File: src/common/rvPkg.sv
/* Shared widths, opcodes, controller states and datapath select encodings for the RV32I core.
   Only the RV32I base set is encoded; there are no CSR or SYSTEM opcodes. */
package rvPkg;

  localparam int dataWidth = 32;

  typedef logic [dataWidth-1:0] dataT;

  localparam dataT resetPc = '0;  // first fetch address

  // RV32I major opcodes, instr[6:0]
  typedef enum logic [6:0] {
    opLoad   = 7'b0000011,
    opFence  = 7'b0001111,
    opIType  = 7'b0010011,
    opAuipc  = 7'b0010111,
    opStore  = 7'b0100011,
    opRType  = 7'b0110011,
    opLui    = 7'b0110111,
    opBranch = 7'b1100011,
    opJalr   = 7'b1100111,
    opJal    = 7'b1101111
  } opcodeT;

  // controller states
  typedef enum logic [4:0] {
    stFetch,
    stFetchWait,
    stDecode,
    stExecuteR,
    stExecuteI,
    stUncondJump,
    stMemAdr,
    stAluWb,
    stMemWrite,
    stMemRead,
    stMemWb,
    stBranchIfEq,
    stLui,
    stAuipc,
    stJalrCalc,
    stJalrStep2,
    stBranchComp
  } ctrlStateT;

  typedef enum logic {adrPc, adrAluResult} adrSrcT;

  // pcAluMasked takes the registered rs1+imm of a JALR with bit 0 cleared
  typedef enum logic [1:0] {pcIncrement, pcJump, pcAluMasked} pcSrcT;

  typedef enum logic [1:0] {srcAOldPc, srcAZero, srcARs1} aluSrcAT;
  typedef enum logic [1:0] {srcBImm, srcBRs2, srcBFour} aluSrcBT;
  typedef enum logic [1:0] {resAluOut, resAluResult, resMemData} resultSrcT;

  typedef enum logic [1:0] {aluAdd, aluBranch, aluDecode} aluOpT;

endpackage

File: src/hw/control/controlFsm.sv
/* Moore controller for the multicycle core; an unknown opcode parks it in decode for good.
   Memory reads are assumed to return one cycle after the address is presented. */
module controlFsm (
  input  logic              clk,
  input  logic              reset,
  input  rvPkg::opcodeT     opcode,
  input  logic [2:0]        funct3,
  input  logic              zero,
  input  rvPkg::dataT       aluResult,
  input  logic [3:0]        byteEnable,
  output rvPkg::adrSrcT     adrSrc,
  output logic              irWrite,
  output logic              regWrite,
  output logic              pcUpdate,
  output rvPkg::pcSrcT      pcSrc,
  output logic [3:0]        memWrite,
  output rvPkg::aluSrcAT    aluSrcA,
  output rvPkg::aluSrcBT    aluSrcB,
  output rvPkg::resultSrcT  resultSrc,
  output rvPkg::aluOpT      aluOp
);
  import rvPkg::*;

  ctrlStateT state, nextState;
  logic      lessThan;

  assign lessThan = (aluResult == dataT'(1));  // slt/sltu output from the alu

  always_ff @(posedge clk) begin
    if (reset) begin
      state <= stFetch;
    end else begin
      state <= nextState;
    end
  end

  always_comb begin
    nextState = stFetch;
    case (state)
      stFetch:     nextState = stFetchWait;
      stFetchWait: nextState = stDecode;
      stDecode: begin
        case (opcode)
          opRType:         nextState = stExecuteR;
          opIType:         nextState = stExecuteI;
          opLoad, opStore: nextState = stMemAdr;
          opBranch:        nextState = (funct3[2:1] == 2'b00) ? stBranchIfEq : stBranchComp;
          opJal:           nextState = stUncondJump;
          opJalr:          nextState = stJalrCalc;
          opLui:           nextState = stLui;
          opAuipc:         nextState = stAuipc;
          opFence:         nextState = stFetch;   // no-op
          default:         nextState = stDecode;  // halt
        endcase
      end
      stMemAdr:    nextState = (opcode == opStore) ? stMemWrite : stMemRead;
      stMemRead:   nextState = stMemWb;
      stJalrCalc:  nextState = stJalrStep2;
      stExecuteR, stExecuteI, stUncondJump, stLui, stAuipc, stJalrStep2: begin
        nextState = stAluWb;
      end
      default:     nextState = stFetch;  // writeback, store and branch states
    endcase
  end

  always_comb begin
    adrSrc    = adrPc;
    irWrite   = 1'b0;
    regWrite  = 1'b0;
    pcUpdate  = 1'b0;
    pcSrc     = pcIncrement;
    memWrite  = 4'b0000;
    aluSrcA   = srcAOldPc;
    aluSrcB   = srcBImm;
    resultSrc = resAluOut;
    aluOp     = aluAdd;
    case (state)
      stFetchWait: begin
        irWrite  = 1'b1;  // instruction word is on memRData now
        pcUpdate = 1'b1;
      end
      stDecode: ;  // alu forms oldPc + imm as the branch/jal target
      stExecuteR: begin
        aluSrcA = srcARs1;
        aluSrcB = srcBRs2;
        aluOp   = aluDecode;
      end
      stExecuteI: begin
        aluSrcA = srcARs1;
        aluOp   = aluDecode;
      end
      stLui: aluSrcA = srcAZero;
      stUncondJump, stJalrStep2: begin
        aluSrcB  = srcBFour;  // link value oldPc + 4
        pcUpdate = 1'b1;
        pcSrc    = (state == stJalrStep2) ? pcAluMasked : pcJump;
      end
      stJalrCalc: aluSrcA = srcARs1;
      stMemAdr: begin
        aluSrcA   = srcARs1;
        adrSrc    = adrAluResult;
        resultSrc = resAluResult;
      end
      stMemRead, stMemWrite: begin
        aluSrcA  = srcARs1;  // keep the address on the alu
        adrSrc   = adrAluResult;
        memWrite = (state == stMemWrite) ? byteEnable : 4'b0000;
      end
      stMemWb: begin
        resultSrc = resMemData;
        regWrite  = 1'b1;
      end
      stAluWb: regWrite = 1'b1;
      stBranchIfEq, stBranchComp: begin
        aluSrcA  = srcARs1;
        aluSrcB  = srcBRs2;
        aluOp    = aluBranch;
        pcSrc    = pcJump;
        // funct3[0] flips the sense for bne, bge and bgeu
        pcUpdate = ((state == stBranchIfEq) ? zero : lessThan) ^ funct3[0];
      end
      default: ;  // stFetch and stAuipc use the defaults
    endcase
  end

  // signed and unsigned branches need a 0/1 compare flag from the alu
  compareFlag: assert property (@(posedge clk) disable iff (reset)
    (state == stBranchComp) |-> (aluResult[dataWidth-1:1] == '0));

  // a store writes one byte, an aligned half or the whole word
  storeLanes: assert property (@(posedge clk) disable iff (reset)
    (state == stMemWrite) |-> (memWrite inside {4'b0001, 4'b0010, 4'b0100, 4'b1000,
                                                4'b0011, 4'b1100, 4'b1111}));

endmodule

File: src/hw/datapath/aluUnit.sv
/* Combinational ALU; branch mode only distinguishes eq/ne, signed and unsigned compares.
   Shift amounts use the low five bits of b. */
module aluUnit (
  input  rvPkg::aluOpT  aluOp,
  input  logic [2:0]    funct3,
  input  logic          funct7b5,
  input  logic          isRType,
  input  rvPkg::dataT   a,
  input  rvPkg::dataT   b,
  output rvPkg::dataT   result,
  output logic          zero
);
  import rvPkg::*;

  dataT sltRes, sltuRes;

  assign sltRes  = dataT'($signed(a) < $signed(b));
  assign sltuRes = dataT'(a < b);

  always_comb begin
    result = a + b;
    case (aluOp)
      aluBranch: begin
        case (funct3[2:1])
          2'b00:   result = a - b;  // beq, bne use zero
          2'b10:   result = sltRes;
          default: result = sltuRes;
        endcase
      end
      aluDecode: begin
        case (funct3)
          3'b000:  result = (isRType && funct7b5) ? a - b : a + b;
          3'b001:  result = a << b[4:0];
          3'b010:  result = sltRes;
          3'b011:  result = sltuRes;
          3'b100:  result = a ^ b;
          3'b101:  result = funct7b5 ? dataT'($signed(a) >>> b[4:0]) : a >> b[4:0];
          3'b110:  result = a | b;
          default: result = a & b;
        endcase
      end
      default: ;  // add
    endcase
  end

  assign zero = (result == '0);

endmodule

File: src/hw/datapath/regFile.sv
/* 32 x 32 register file, two combinational reads and one write per clock.
   x0 reads as zero and ignores writes. */
module regFile (
  input  logic         clk,
  input  logic         we,
  input  logic [4:0]   ra1,
  input  logic [4:0]   ra2,
  input  logic [4:0]   wa,
  input  rvPkg::dataT  wd,
  output rvPkg::dataT  rd1,
  output rvPkg::dataT  rd2
);
  import rvPkg::*;

  dataT regs [32];

  always_ff @(posedge clk) begin
    if (we && (wa != 5'd0)) begin
      regs[wa] <= wd;
    end
  end

  // no bypass, a write is visible the cycle after
  assign rd1 = (ra1 == 5'd0) ? '0 : regs[ra1];
  assign rd2 = (ra2 == 5'd0) ? '0 : regs[ra2];

endmodule

File: src/hw/datapath/immExtend.sv
/* Immediate generator, format chosen from the opcode field; anything unlisted is I-type. */
module immExtend (
  input  rvPkg::dataT  instr,
  output rvPkg::dataT  immExt
);
  import rvPkg::*;

  opcodeT opcode;

  assign opcode = opcodeT'(instr[6:0]);

  always_comb begin
    case (opcode)
      opStore: begin
        immExt = {{20{instr[31]}}, instr[31:25], instr[11:7]};
      end
      opBranch: begin
        immExt = {{20{instr[31]}}, instr[7], instr[30:25], instr[11:8], 1'b0};
      end
      opLui, opAuipc: begin
        immExt = {instr[31:12], 12'b0};  // already in the upper bits
      end
      opJal: begin
        immExt = {{12{instr[31]}}, instr[19:12], instr[20], instr[30:21], 1'b0};
      end
      default: begin
        immExt = {{20{instr[31]}}, instr[31:20]};  // loads, jalr, alu immediates
      end
    endcase
  end

endmodule

File: src/hw/datapath/loadStoreAlign.sv
/* Byte-lane steering for loads and stores; addresses must be naturally aligned.
   Store data is replicated across all lanes, the enables pick the lanes written. */
module loadStoreAlign (
  input  logic [2:0]   funct3,
  input  logic [1:0]   addrLow,
  input  rvPkg::dataT  storeData,
  input  rvPkg::dataT  memRData,
  output logic [3:0]   byteEnable,
  output rvPkg::dataT  memWData,
  output rvPkg::dataT  loadData
);
  import rvPkg::*;

  dataT laneData;

  always_comb begin
    case (funct3[1:0])
      2'b00: begin  // sb
        byteEnable = 4'b0001 << addrLow;
        memWData   = {4{storeData[7:0]}};
      end
      2'b01: begin  // sh
        byteEnable = addrLow[1] ? 4'b1100 : 4'b0011;
        memWData   = {2{storeData[15:0]}};
      end
      default: begin
        byteEnable = 4'b1111;
        memWData   = storeData;
      end
    endcase
  end

  assign laneData = memRData >> {addrLow, 3'b000};  // addressed byte/half to bit 0

  always_comb begin
    case (funct3)
      3'b000:  loadData = {{24{laneData[7]}}, laneData[7:0]};
      3'b100:  loadData = {24'b0, laneData[7:0]};
      3'b001:  loadData = {{16{laneData[15]}}, laneData[15:0]};
      3'b101:  loadData = {16'b0, laneData[15:0]};
      default: loadData = memRData;  // lw
    endcase
  end

endmodule

File: src/hw/rvCore.sv
/* Multicycle RV32I core on one memory port with registered reads and byte write enables.
   No traps or CSRs; misaligned addresses are not detected. */
module rvCore (
  input  logic         clk,
  input  logic         reset,
  output rvPkg::dataT  memAddr,
  output rvPkg::dataT  memWData,
  output logic [3:0]   memWe,
  input  rvPkg::dataT  memRData
);
  import rvPkg::*;

  dataT       pc, oldPc, instr, aluOut, dataReg;
  dataT       pcNext, srcA, srcB, aluResult, immExt, rd1, rd2, result, loadData;
  logic       zero;
  logic [3:0] byteEnable;
  opcodeT     opcode;

  adrSrcT     adrSrc;
  pcSrcT      pcSrc;
  aluSrcAT    aluSrcA;
  aluSrcBT    aluSrcB;
  resultSrcT  resultSrc;
  aluOpT      aluOp;
  logic       irWrite, regWrite, pcUpdate;
  logic [3:0] memWrite;

  assign opcode = opcodeT'(instr[6:0]);

  always_ff @(posedge clk) begin
    if (reset) begin
      pc <= resetPc;
    end else if (pcUpdate) begin
      pc <= pcNext;
    end
  end

  always_ff @(posedge clk) begin
    if (irWrite) begin
      instr <= memRData;
      oldPc <= pc;  // pc of the instruction being executed
    end
    aluOut  <= aluResult;
    dataReg <= memRData;
  end

  always_comb begin
    case (pcSrc)
      pcJump:      pcNext = aluOut;
      pcAluMasked: pcNext = {aluOut[dataWidth-1:1], 1'b0};  // jalr target
      default:     pcNext = pc + dataT'(4);
    endcase
    case (aluSrcA)
      srcARs1:  srcA = rd1;
      srcAZero: srcA = '0;
      default:  srcA = oldPc;
    endcase
    case (aluSrcB)
      srcBRs2:  srcB = rd2;
      srcBFour: srcB = dataT'(4);
      default:  srcB = immExt;
    endcase
    case (resultSrc)
      resAluResult: result = aluResult;
      resMemData:   result = loadData;
      default:      result = aluOut;
    endcase
  end

  assign memAddr = (adrSrc == adrAluResult) ? aluResult : pc;
  assign memWe   = memWrite;

  controlFsm i_controlFsm (
    .clk, .reset, .opcode, .funct3(instr[14:12]), .zero, .aluResult, .byteEnable,
    .adrSrc, .irWrite, .regWrite, .pcUpdate, .pcSrc, .memWrite,
    .aluSrcA, .aluSrcB, .resultSrc, .aluOp
  );

  aluUnit i_aluUnit (
    .aluOp, .funct3(instr[14:12]), .funct7b5(instr[30]), .isRType(opcode == opRType),
    .a(srcA), .b(srcB), .result(aluResult), .zero
  );

  regFile i_regFile (
    .clk, .we(regWrite), .ra1(instr[19:15]), .ra2(instr[24:20]), .wa(instr[11:7]),
    .wd(result), .rd1, .rd2
  );

  immExtend i_immExtend (.instr, .immExt);

  // aluOut holds the data address from MemAdr on through MemWrite and MemWb
  loadStoreAlign i_loadStoreAlign (
    .funct3(instr[14:12]), .addrLow(aluOut[1:0]), .storeData(rd2), .memRData(dataReg),
    .byteEnable, .memWData, .loadData
  );

  pcAligned: assert property (@(posedge clk) disable iff (reset) pc[1:0] == 2'b00);

endmodule

File: config.mk
export PLATFORM = sky130hd
export DESIGN_NAME = rvCore
export DESIGN_NICKNAME = d
export VERILOG_FILES = /design/src/common/rvPkg.sv /design/src/hw/control/controlFsm.sv /design/src/hw/datapath/aluUnit.sv /design/src/hw/datapath/regFile.sv /design/src/hw/datapath/immExtend.sv /design/src/hw/datapath/loadStoreAlign.sv /design/src/hw/rvCore.sv
export SDC_FILE = /design/constraint.sdc
export NUM_CORES = 2
export LEC_CHECK = 0
export BUFFER_PORTS_ARGS = -buffer_cell sky130_fd_sc_hd__buf_2
export CAP_MARGIN = 20
export CORE_ASPECT_RATIO = 1.2
export CORE_MARGIN = 1
export CORE_UTILIZATION = 60
export DETAILED_ROUTE_END_ITERATION = 8
export MAX_ROUTING_LAYER = met4
export PLACE_DENSITY = 0.76
export SLEW_MARGIN = 0
export SYNTH_ARGS = -nofsm -noshare
export SYNTH_HDL_FRONTEND = slang
export SYNTH_HIERARCHICAL = 1
export SYNTH_SLANG_ARGS = --single-unit
File: constraint.sdc
create_clock -name clk -period 16.45 [get_ports clk]
set_input_delay 4.1125 -clock clk [delete_from_list [all_inputs] [get_ports clk]]
set_output_delay 4.1125 -clock clk [all_outputs]
set_load 0.01 [all_outputs]
# After elaboration in Yosys (flattened, before gate mapping)
# Memories as Yosys holds them, arrays and structs flattened. A register that Yosys moved wholly into a read port is not among the register bits.
# Index checks and enable logic that the tools add are counted.
# totals
regBits	165
latchBits	0
ramBits	1024
mem_bits_ro	0
inputBits	34
output_inout_bits	68
elab_cells	126
n_memories	1
# mem_list
name	depth	width	rd	rd_ports_with_merged_regs	wr	line_no	rtl
i_regFile.regs	32	32	2	2	1	regFile.sv:15	dataT regs [32];
# op_classes
addsub	3
n_mul	0
div	0
n_lt_le_gt_ge	2
n_eq_ne	45
shift	5
n_mux	38
bitwise	4
n_reduce_logical	22
# op_table
cell	count
32-bit one-hot mux with 2 select lines	7
32-bit one-hot mux with 7 select lines	1
32-bit two-way mux	5
32-bit one-hot mux with 4 select lines	1
31-bit one-hot mux with 4 select lines	1
32-bit less-than comparator	2
5-bit one-hot mux with 9 select lines	1
5-bit by 4-bit == test with 1-bit output (second input constant)	8
5-bit one-hot mux with 7 select lines	1
32-bit by 3-bit adder with 32-bit output (second input constant)	1
32-bit adder	1
32-bit AND	1
32-bit by 1-bit == test with 1-bit output (second input constant)	1
32-bit zero test	1
32-bit OR	1
32-bit by 5-bit left shift with 32-bit output	1
32-bit by 5-bit >> shifter with 16-bit output	1
32-bit by 5-bit >> shifter with 32-bit output	1
32-bit by 5-bit >>> shifter with 32-bit output	1
32-bit subtractor	1
32-bit XOR	1
7-bit by 6-bit == test with 1-bit output (second input constant)	3
7-bit == test (second input constant)	3
5-bit by 3-bit == test with 1-bit output (second input constant)	4
other kinds (29)	70

# Depth between registers and ports, before layout
# depth
depth_word	13
ltp_mapped	39
depth_no_buf	30

# By module
# The synthesis kept the hierarchy.
# by_module_without_submodules
mod	instances	cells_per_inst	area_per_inst_um2	seq_area_each_um2
regFile	1	2564	47904.7	30749.5
aluUnit	1	1620	10973.0	0.0
rvCore	1	648	6947.9	3843.7
loadStoreAlign	1	179	1267.5	0.0
controlFsm	1	129	853.3	100.1
immExtend	1	50	392.9	0.0

# Least setup slack after synthesis
# No wires, ideal clock.
# synth_timing
kind	register -> output
start	register i_controlFsm.state[1]
end	output port memAddr[31]
arrival_ps	6470
required_ps	12337
slack_ps	5868
path_stages_with_launch	28
n_path_buf	8
path_cell_list	dfxtp_1 -> clkbuf_1 -> nor2b_1 -> nand2_1 -> a21oi_1 -> inv_1 -> ha_1 -> clkbuf_1 -> nor2b_1 -> clkbuf_1 -> a22o_1 -> buf_2 -> inv_1 -> buf_2 -> buf_2 -> buf_2 -> buf_1 -> ha_1 -> nor2_1 -> o311ai_1 -> a311o_1 -> or4_1 -> a21oi_1 -> o41ai_1 -> xnor2_1 -> a22o_1 -> o32a_1 -> mux2_2
# synth_via
elab_chain_cells	10
elab_cells_between_ends	43
cone_classes	add/sub: 2; eq/ne: 17; shift: 3; mux: 12; bitwise: 3; reduce/logical: 6
# synth_lines
element	line_no	rtl
start, declared	controlFsm.sv:24	ctrlStateT state, nextState;
start signal, assigned	controlFsm.sv:31	state <= stFetch;
start signal, assigned	controlFsm.sv:33	state <= nextState;
5-bit by 2-bit == test with 1-bit output, or another cell as far along	controlFsm.sv:77	case (state)
3-bit OR reduction (no line) or 2-bit OR reduction (tied branches)	-	
2-bit one-hot mux with 2 select lines (*)	controlFsm.sv:77	
named net aluSrcB[0]	rvCore.sv:22	aluSrcBT aluSrcB;
2-bit == test or 2-bit by 1-bit == test with 1-bit output (tied branches)	rvCore.sv:58	case (aluSrcB)
32-bit one-hot mux with 2 select lines (*)	rvCore.sv:58	
named net srcB[1]	rvCore.sv:14	dataT pcNext, srcA, srcB, aluResult, immExt, rd1, rd2, result, loadData;
32-bit adder, or another cell as far along	aluUnit.sv:21, aluUnit.sv:32	
32-bit two-way mux (on tied branches)	aluUnit.sv:32, aluUnit.sv:37	
32-bit one-hot mux with 7 select lines	aluUnit.sv:31	case (funct3)
32-bit one-hot mux with 2 select lines (*)	aluUnit.sv:22	case (aluOp)
named net aluResult[31]	rvCore.sv:14	
32-bit two-way mux (*)	rvCore.sv:70	assign memAddr = (adrSrc == adrAluResult) ? aluResult : pc;
end, declared	rvCore.sv:6	output rvPkg::dataT memAddr,
# Mark *: on every way through the listed nets, which the timed path passes. The rest lies on a longest branch.

# Worst setup path after layout
# layout_timing
start	register instr[20]
end	output port memAddr[27]
# layout_via
elab_chain_cells	8
elab_cells_between_ends	18
cone_classes	add/sub: 2; shift: 3; mux: 9; bitwise: 3; reduce/logical: 1
# layout_lines
element	line_no	rtl
start, declared	rvCore.sv:13	dataT pc, oldPc, instr, aluOut, dataReg;
start signal, assigned	rvCore.sv:40	instr <= memRData;
5-bit zero test (*)	regFile.sv:25	assign rd2 = (ra2 == 5'd0) ? '0 : regs[ra2];
32-bit two-way mux (*)	regFile.sv:25	
32-bit one-hot mux with 2 select lines (*)	rvCore.sv:58	
named net srcB[3]	rvCore.sv:14	
32-bit adder, or another cell as far along	aluUnit.sv:21, aluUnit.sv:32	
32-bit two-way mux (on tied branches)	aluUnit.sv:32, aluUnit.sv:37	
32-bit one-hot mux with 7 select lines	aluUnit.sv:31	
32-bit one-hot mux with 2 select lines (*)	aluUnit.sv:22	
named net aluResult[27]	rvCore.sv:14	
32-bit two-way mux (*)	rvCore.sv:70	
# Marked as above.

==> flow_summary.yaml <==
power_and_ir_drop:
  seqPwrFrac_pct: 32.1
  combPwrFrac_pct: 46.1
  swShare_pct: 42.6
  power_density_nw_per_um2: 164
  vdd_drop_max_v: 0.000121
  p_int_uw: 7070
  leakagePower_uw: 0.0260
  power.switching_uw: 5250
  clock_power_share_pct: 21.8
routing:
  drt_iter0_drc: 9081
  drt_pass1_iterations: 7
  via_per_inst: 7.98
  wl_per_cell_um: 41.4
  vias: 54600
  drc: 0
  ant_nets: 0
  routed_wl_um: 283000
critical_path:
  cp.arrival_ns: 9.39
  cp_cell_sequence: "buf_12 > clkinv_2 > nor2_2 > buf_4 > a22oi_1 > a311oi_2 > a22o_2 > inv_1 > ha_1 > o211ai_1 > o211ai_1 > a21oi_1 > o31ai_1 > nand3_1 > a211oi_1 > a21oi_1 > xnor2_1 > o21ai_0 > nand2_1 > o21ai_0 > buf_2"
  required_ns: 12.34
  cp-start-kind: "flop"
  max_stage_delay_ns: 1.04
  cp_slowest_cell: "a311oi_2"
  path_class: "reg -> out"
  cp_max_fo: 48
  cp-end-kind: "output pin"
sta:
  worstMarginPinSlew_ns: 1.27
  hold_violations: 0
  skew_ns: 0.0692
  finalCriticalPeriod_ns: 13.50
  rsz0062_at_grt: "no"
  whs_ns: 0.490
  slew_viol_final: 0
  period_share_pct: 82.1
  fmax_ghz: 0.0741
  slew-limit-headroom_pct: 15.0
  fin_tns_setup_ns: 0
  setup_viol: 0
flow_run:
  drv_cap: 0
grt:
  grt_pass1_vias: 52200
  antenna_found_initial: 23
  grt_max_degree: 114
  grt.total_usage_pct: 50.7
  grt_pass1_wl_um: 394000
  grt-ovfl-total: 0
layout:
  drive_gt1_share_pct: 22.0
  final_area_um2: 74900
  area_growth_pct: 9.58
  layout.nets: 5369
clock_tree:
  cts_tree: "done"
  postCtsHoldBufs: 0
  cts_htree_levels: 3
  cts_setup_buffers: 0
  cts-resized-gates: 0
  cts_buffers: 111
  cts.clk_slew.worst_paths_ns: 0.07
  cts_buffer_depth: 3
  cts_sinks: 1189
  cts-root-buf: "clkbuf_16"
  insertion_delay_ns: 0.78
floorplanning:
  die_h_um: 372
  start_util_pct: 60.6
  floorplan.die_area_um2: 115000
  io_pins: 102
  row_count: 135
  coreArea_um2: 113000
  dieWidth_um: 310
synthesis:
  yosys_warnings: 6
  yosysUniqueCellTypes: 118
  synthTopCellsByArea: "edfxtp_1, mux4_2, mux2i_1, dfxtp_1, mux2_2"
  synth_edf_count: 1088
  netlist_area_um2: 68300
  ys_ff_latch: 1189
  synth_top_area_cell: "edfxtp_1"
  ys_seq_area_share_pct: 50.8
  synth_cells: 5190
  async_flop_share_pct: 0
  synth.most_common_cell: "edfxtp_1"
  synth-main-ff-cell: "edfxtp_1"
  ys_top_cells_by_count: "edfxtp_1, mux2i_1, nand2_1"
  synth_area_per_cell_um2: 13.2
  synth.top_cell.area_share_pct: 47.8
min_path:
  min_path_type: "reg -> reg"
placement:
  place.gp.congestion: 1.14
  place_area_um2: 71000
  dp.final_hpwl_um: 188000
  io_buffer_count: 101
run_status:
  status: "completed"
-- worst paths after layout --
| path | from | endpoint | slack (ns) | cells past startpoint |
|---|---|---|---|---|
| worst max-delay path | instr[20] | memAddr[27] | 2.95 | 21 |
| worst min register to register | aluOut[16] | pc[16] | 0.49 | 2 |
| worst max register to register | instr[22] | pc[12] | 4.56 | 29 |
| worst min-delay path | aluOut[16] | pc[16] | 0.49 | 2 |
-- critical path, delay by kind of cell (launching register included) --
family / cells / cell delay [ns]
compound gates: 11 / 4.52
buf+inv: 5 / 1.93
xor+xnor: 1 / 0.13
fa+ha+maj: 1 / 0.77
flops: 1 / 0.38
simple gates: 3 / 0.75
-- placed cells by master, fill, tap and decap left out, drive strengths merged, types with 15 or more instances in the layout --
cell type,instances
ha,107
o221ai,84
conb,32
a31oi,28
a22oi,131
a311oi,40
nand3,48
nor3,67
mux2i,428
and3,22
a21oi,214
bufinv,15
o22ai,34
o31ai,28
a221oi,77
nor2,233
edfxtp,1088
clkbuf,143
o2111ai,18
o211ai,36
a211o,17
diode,21
o21ai,238
or3,19
nand4,59
inv,124
a21o,58
nor4,29
a22o,79
buf,312
nor2b,70
xnor2,35
mux2,143
a211oi,92
nand2b,40
nand2,358
dfxtp,101
mux4,387
clkinv,50
-- stage by stage --
step / total power [uW] / instances / worst slack (ns) / utilization (%)
detailed placement: 9340 / 6608 / 4.25 / 62.9
global placement: 9310 / 6605 / 4.30 / 62.9
finish: 12300 / 6848 / 2.95 / 66.4
global route: 12500 / 6843 / 3.00 / 66.4
floorplan: 7200 / 5221 / 5.87 / -
CTS: 12000 / 6815 / 3.39 / 66.2
-- power by group through the flow --
stage | logic, uW | clock network, uW | registers (uW)
2_1_floorplan | 3230 | 0 | 3970
3_3_place_gp | 5310 | 0 | 4000
3_5_place_dp | 5340 | 0 | 4000
4_1_cts | 5370 | 2680 | 3940
5_1_grt | 5760 | 2780 | 3950
6_report | 5680 | 2680 | 3950
-- metal layers --
metal | up-vias | wire [um] | share of wire (%) | global-route usage [%]
met5 | - | 0 | 0 | -
met4 | 0 | 29500 | 10 | 41.5
met3 | 1555 | 39300 | 14 | 16.2
met2 | 5188 | 124000 | 44 | 73.0
met1 | 26800 | 90100 | 32 | 57.9
li1 | 21100 | - | - | -
-- kinds of logic after synthesis --
logic type	Yosys count	synth area share [%]
compound gates	1319	14.0
xor+xnor	38	0.487
fa+ha+maj	109	2.02
buf+inv	549	3.78
flops	1189	50.8
mux	958	21.6
other cells	1	0.00549
simple gates	1027	7.34
-- registers in the layout, indices dropped and copies added, names as in the netlist --
signal,cells
i_regFile/regs,1024
aluOut,32
dataReg,32
instr,32
oldPc,32
pc,32
i_controlFsm/state,5
-- layout make-up --
class                           instances  area (um^2)
Timing Repair Buffer                  319         2240
Clock buffer                          136         2910
Multi-Input combinational cell       3483        31800
Antenna cell                           21         52.6
Inverter                              122          459
Clock inverter                         71          850
Fill cell                            8024        38000
Tap cell                             1507         1890
Sequential cell                      1189        34700
(Power assumes the default switching activity.)
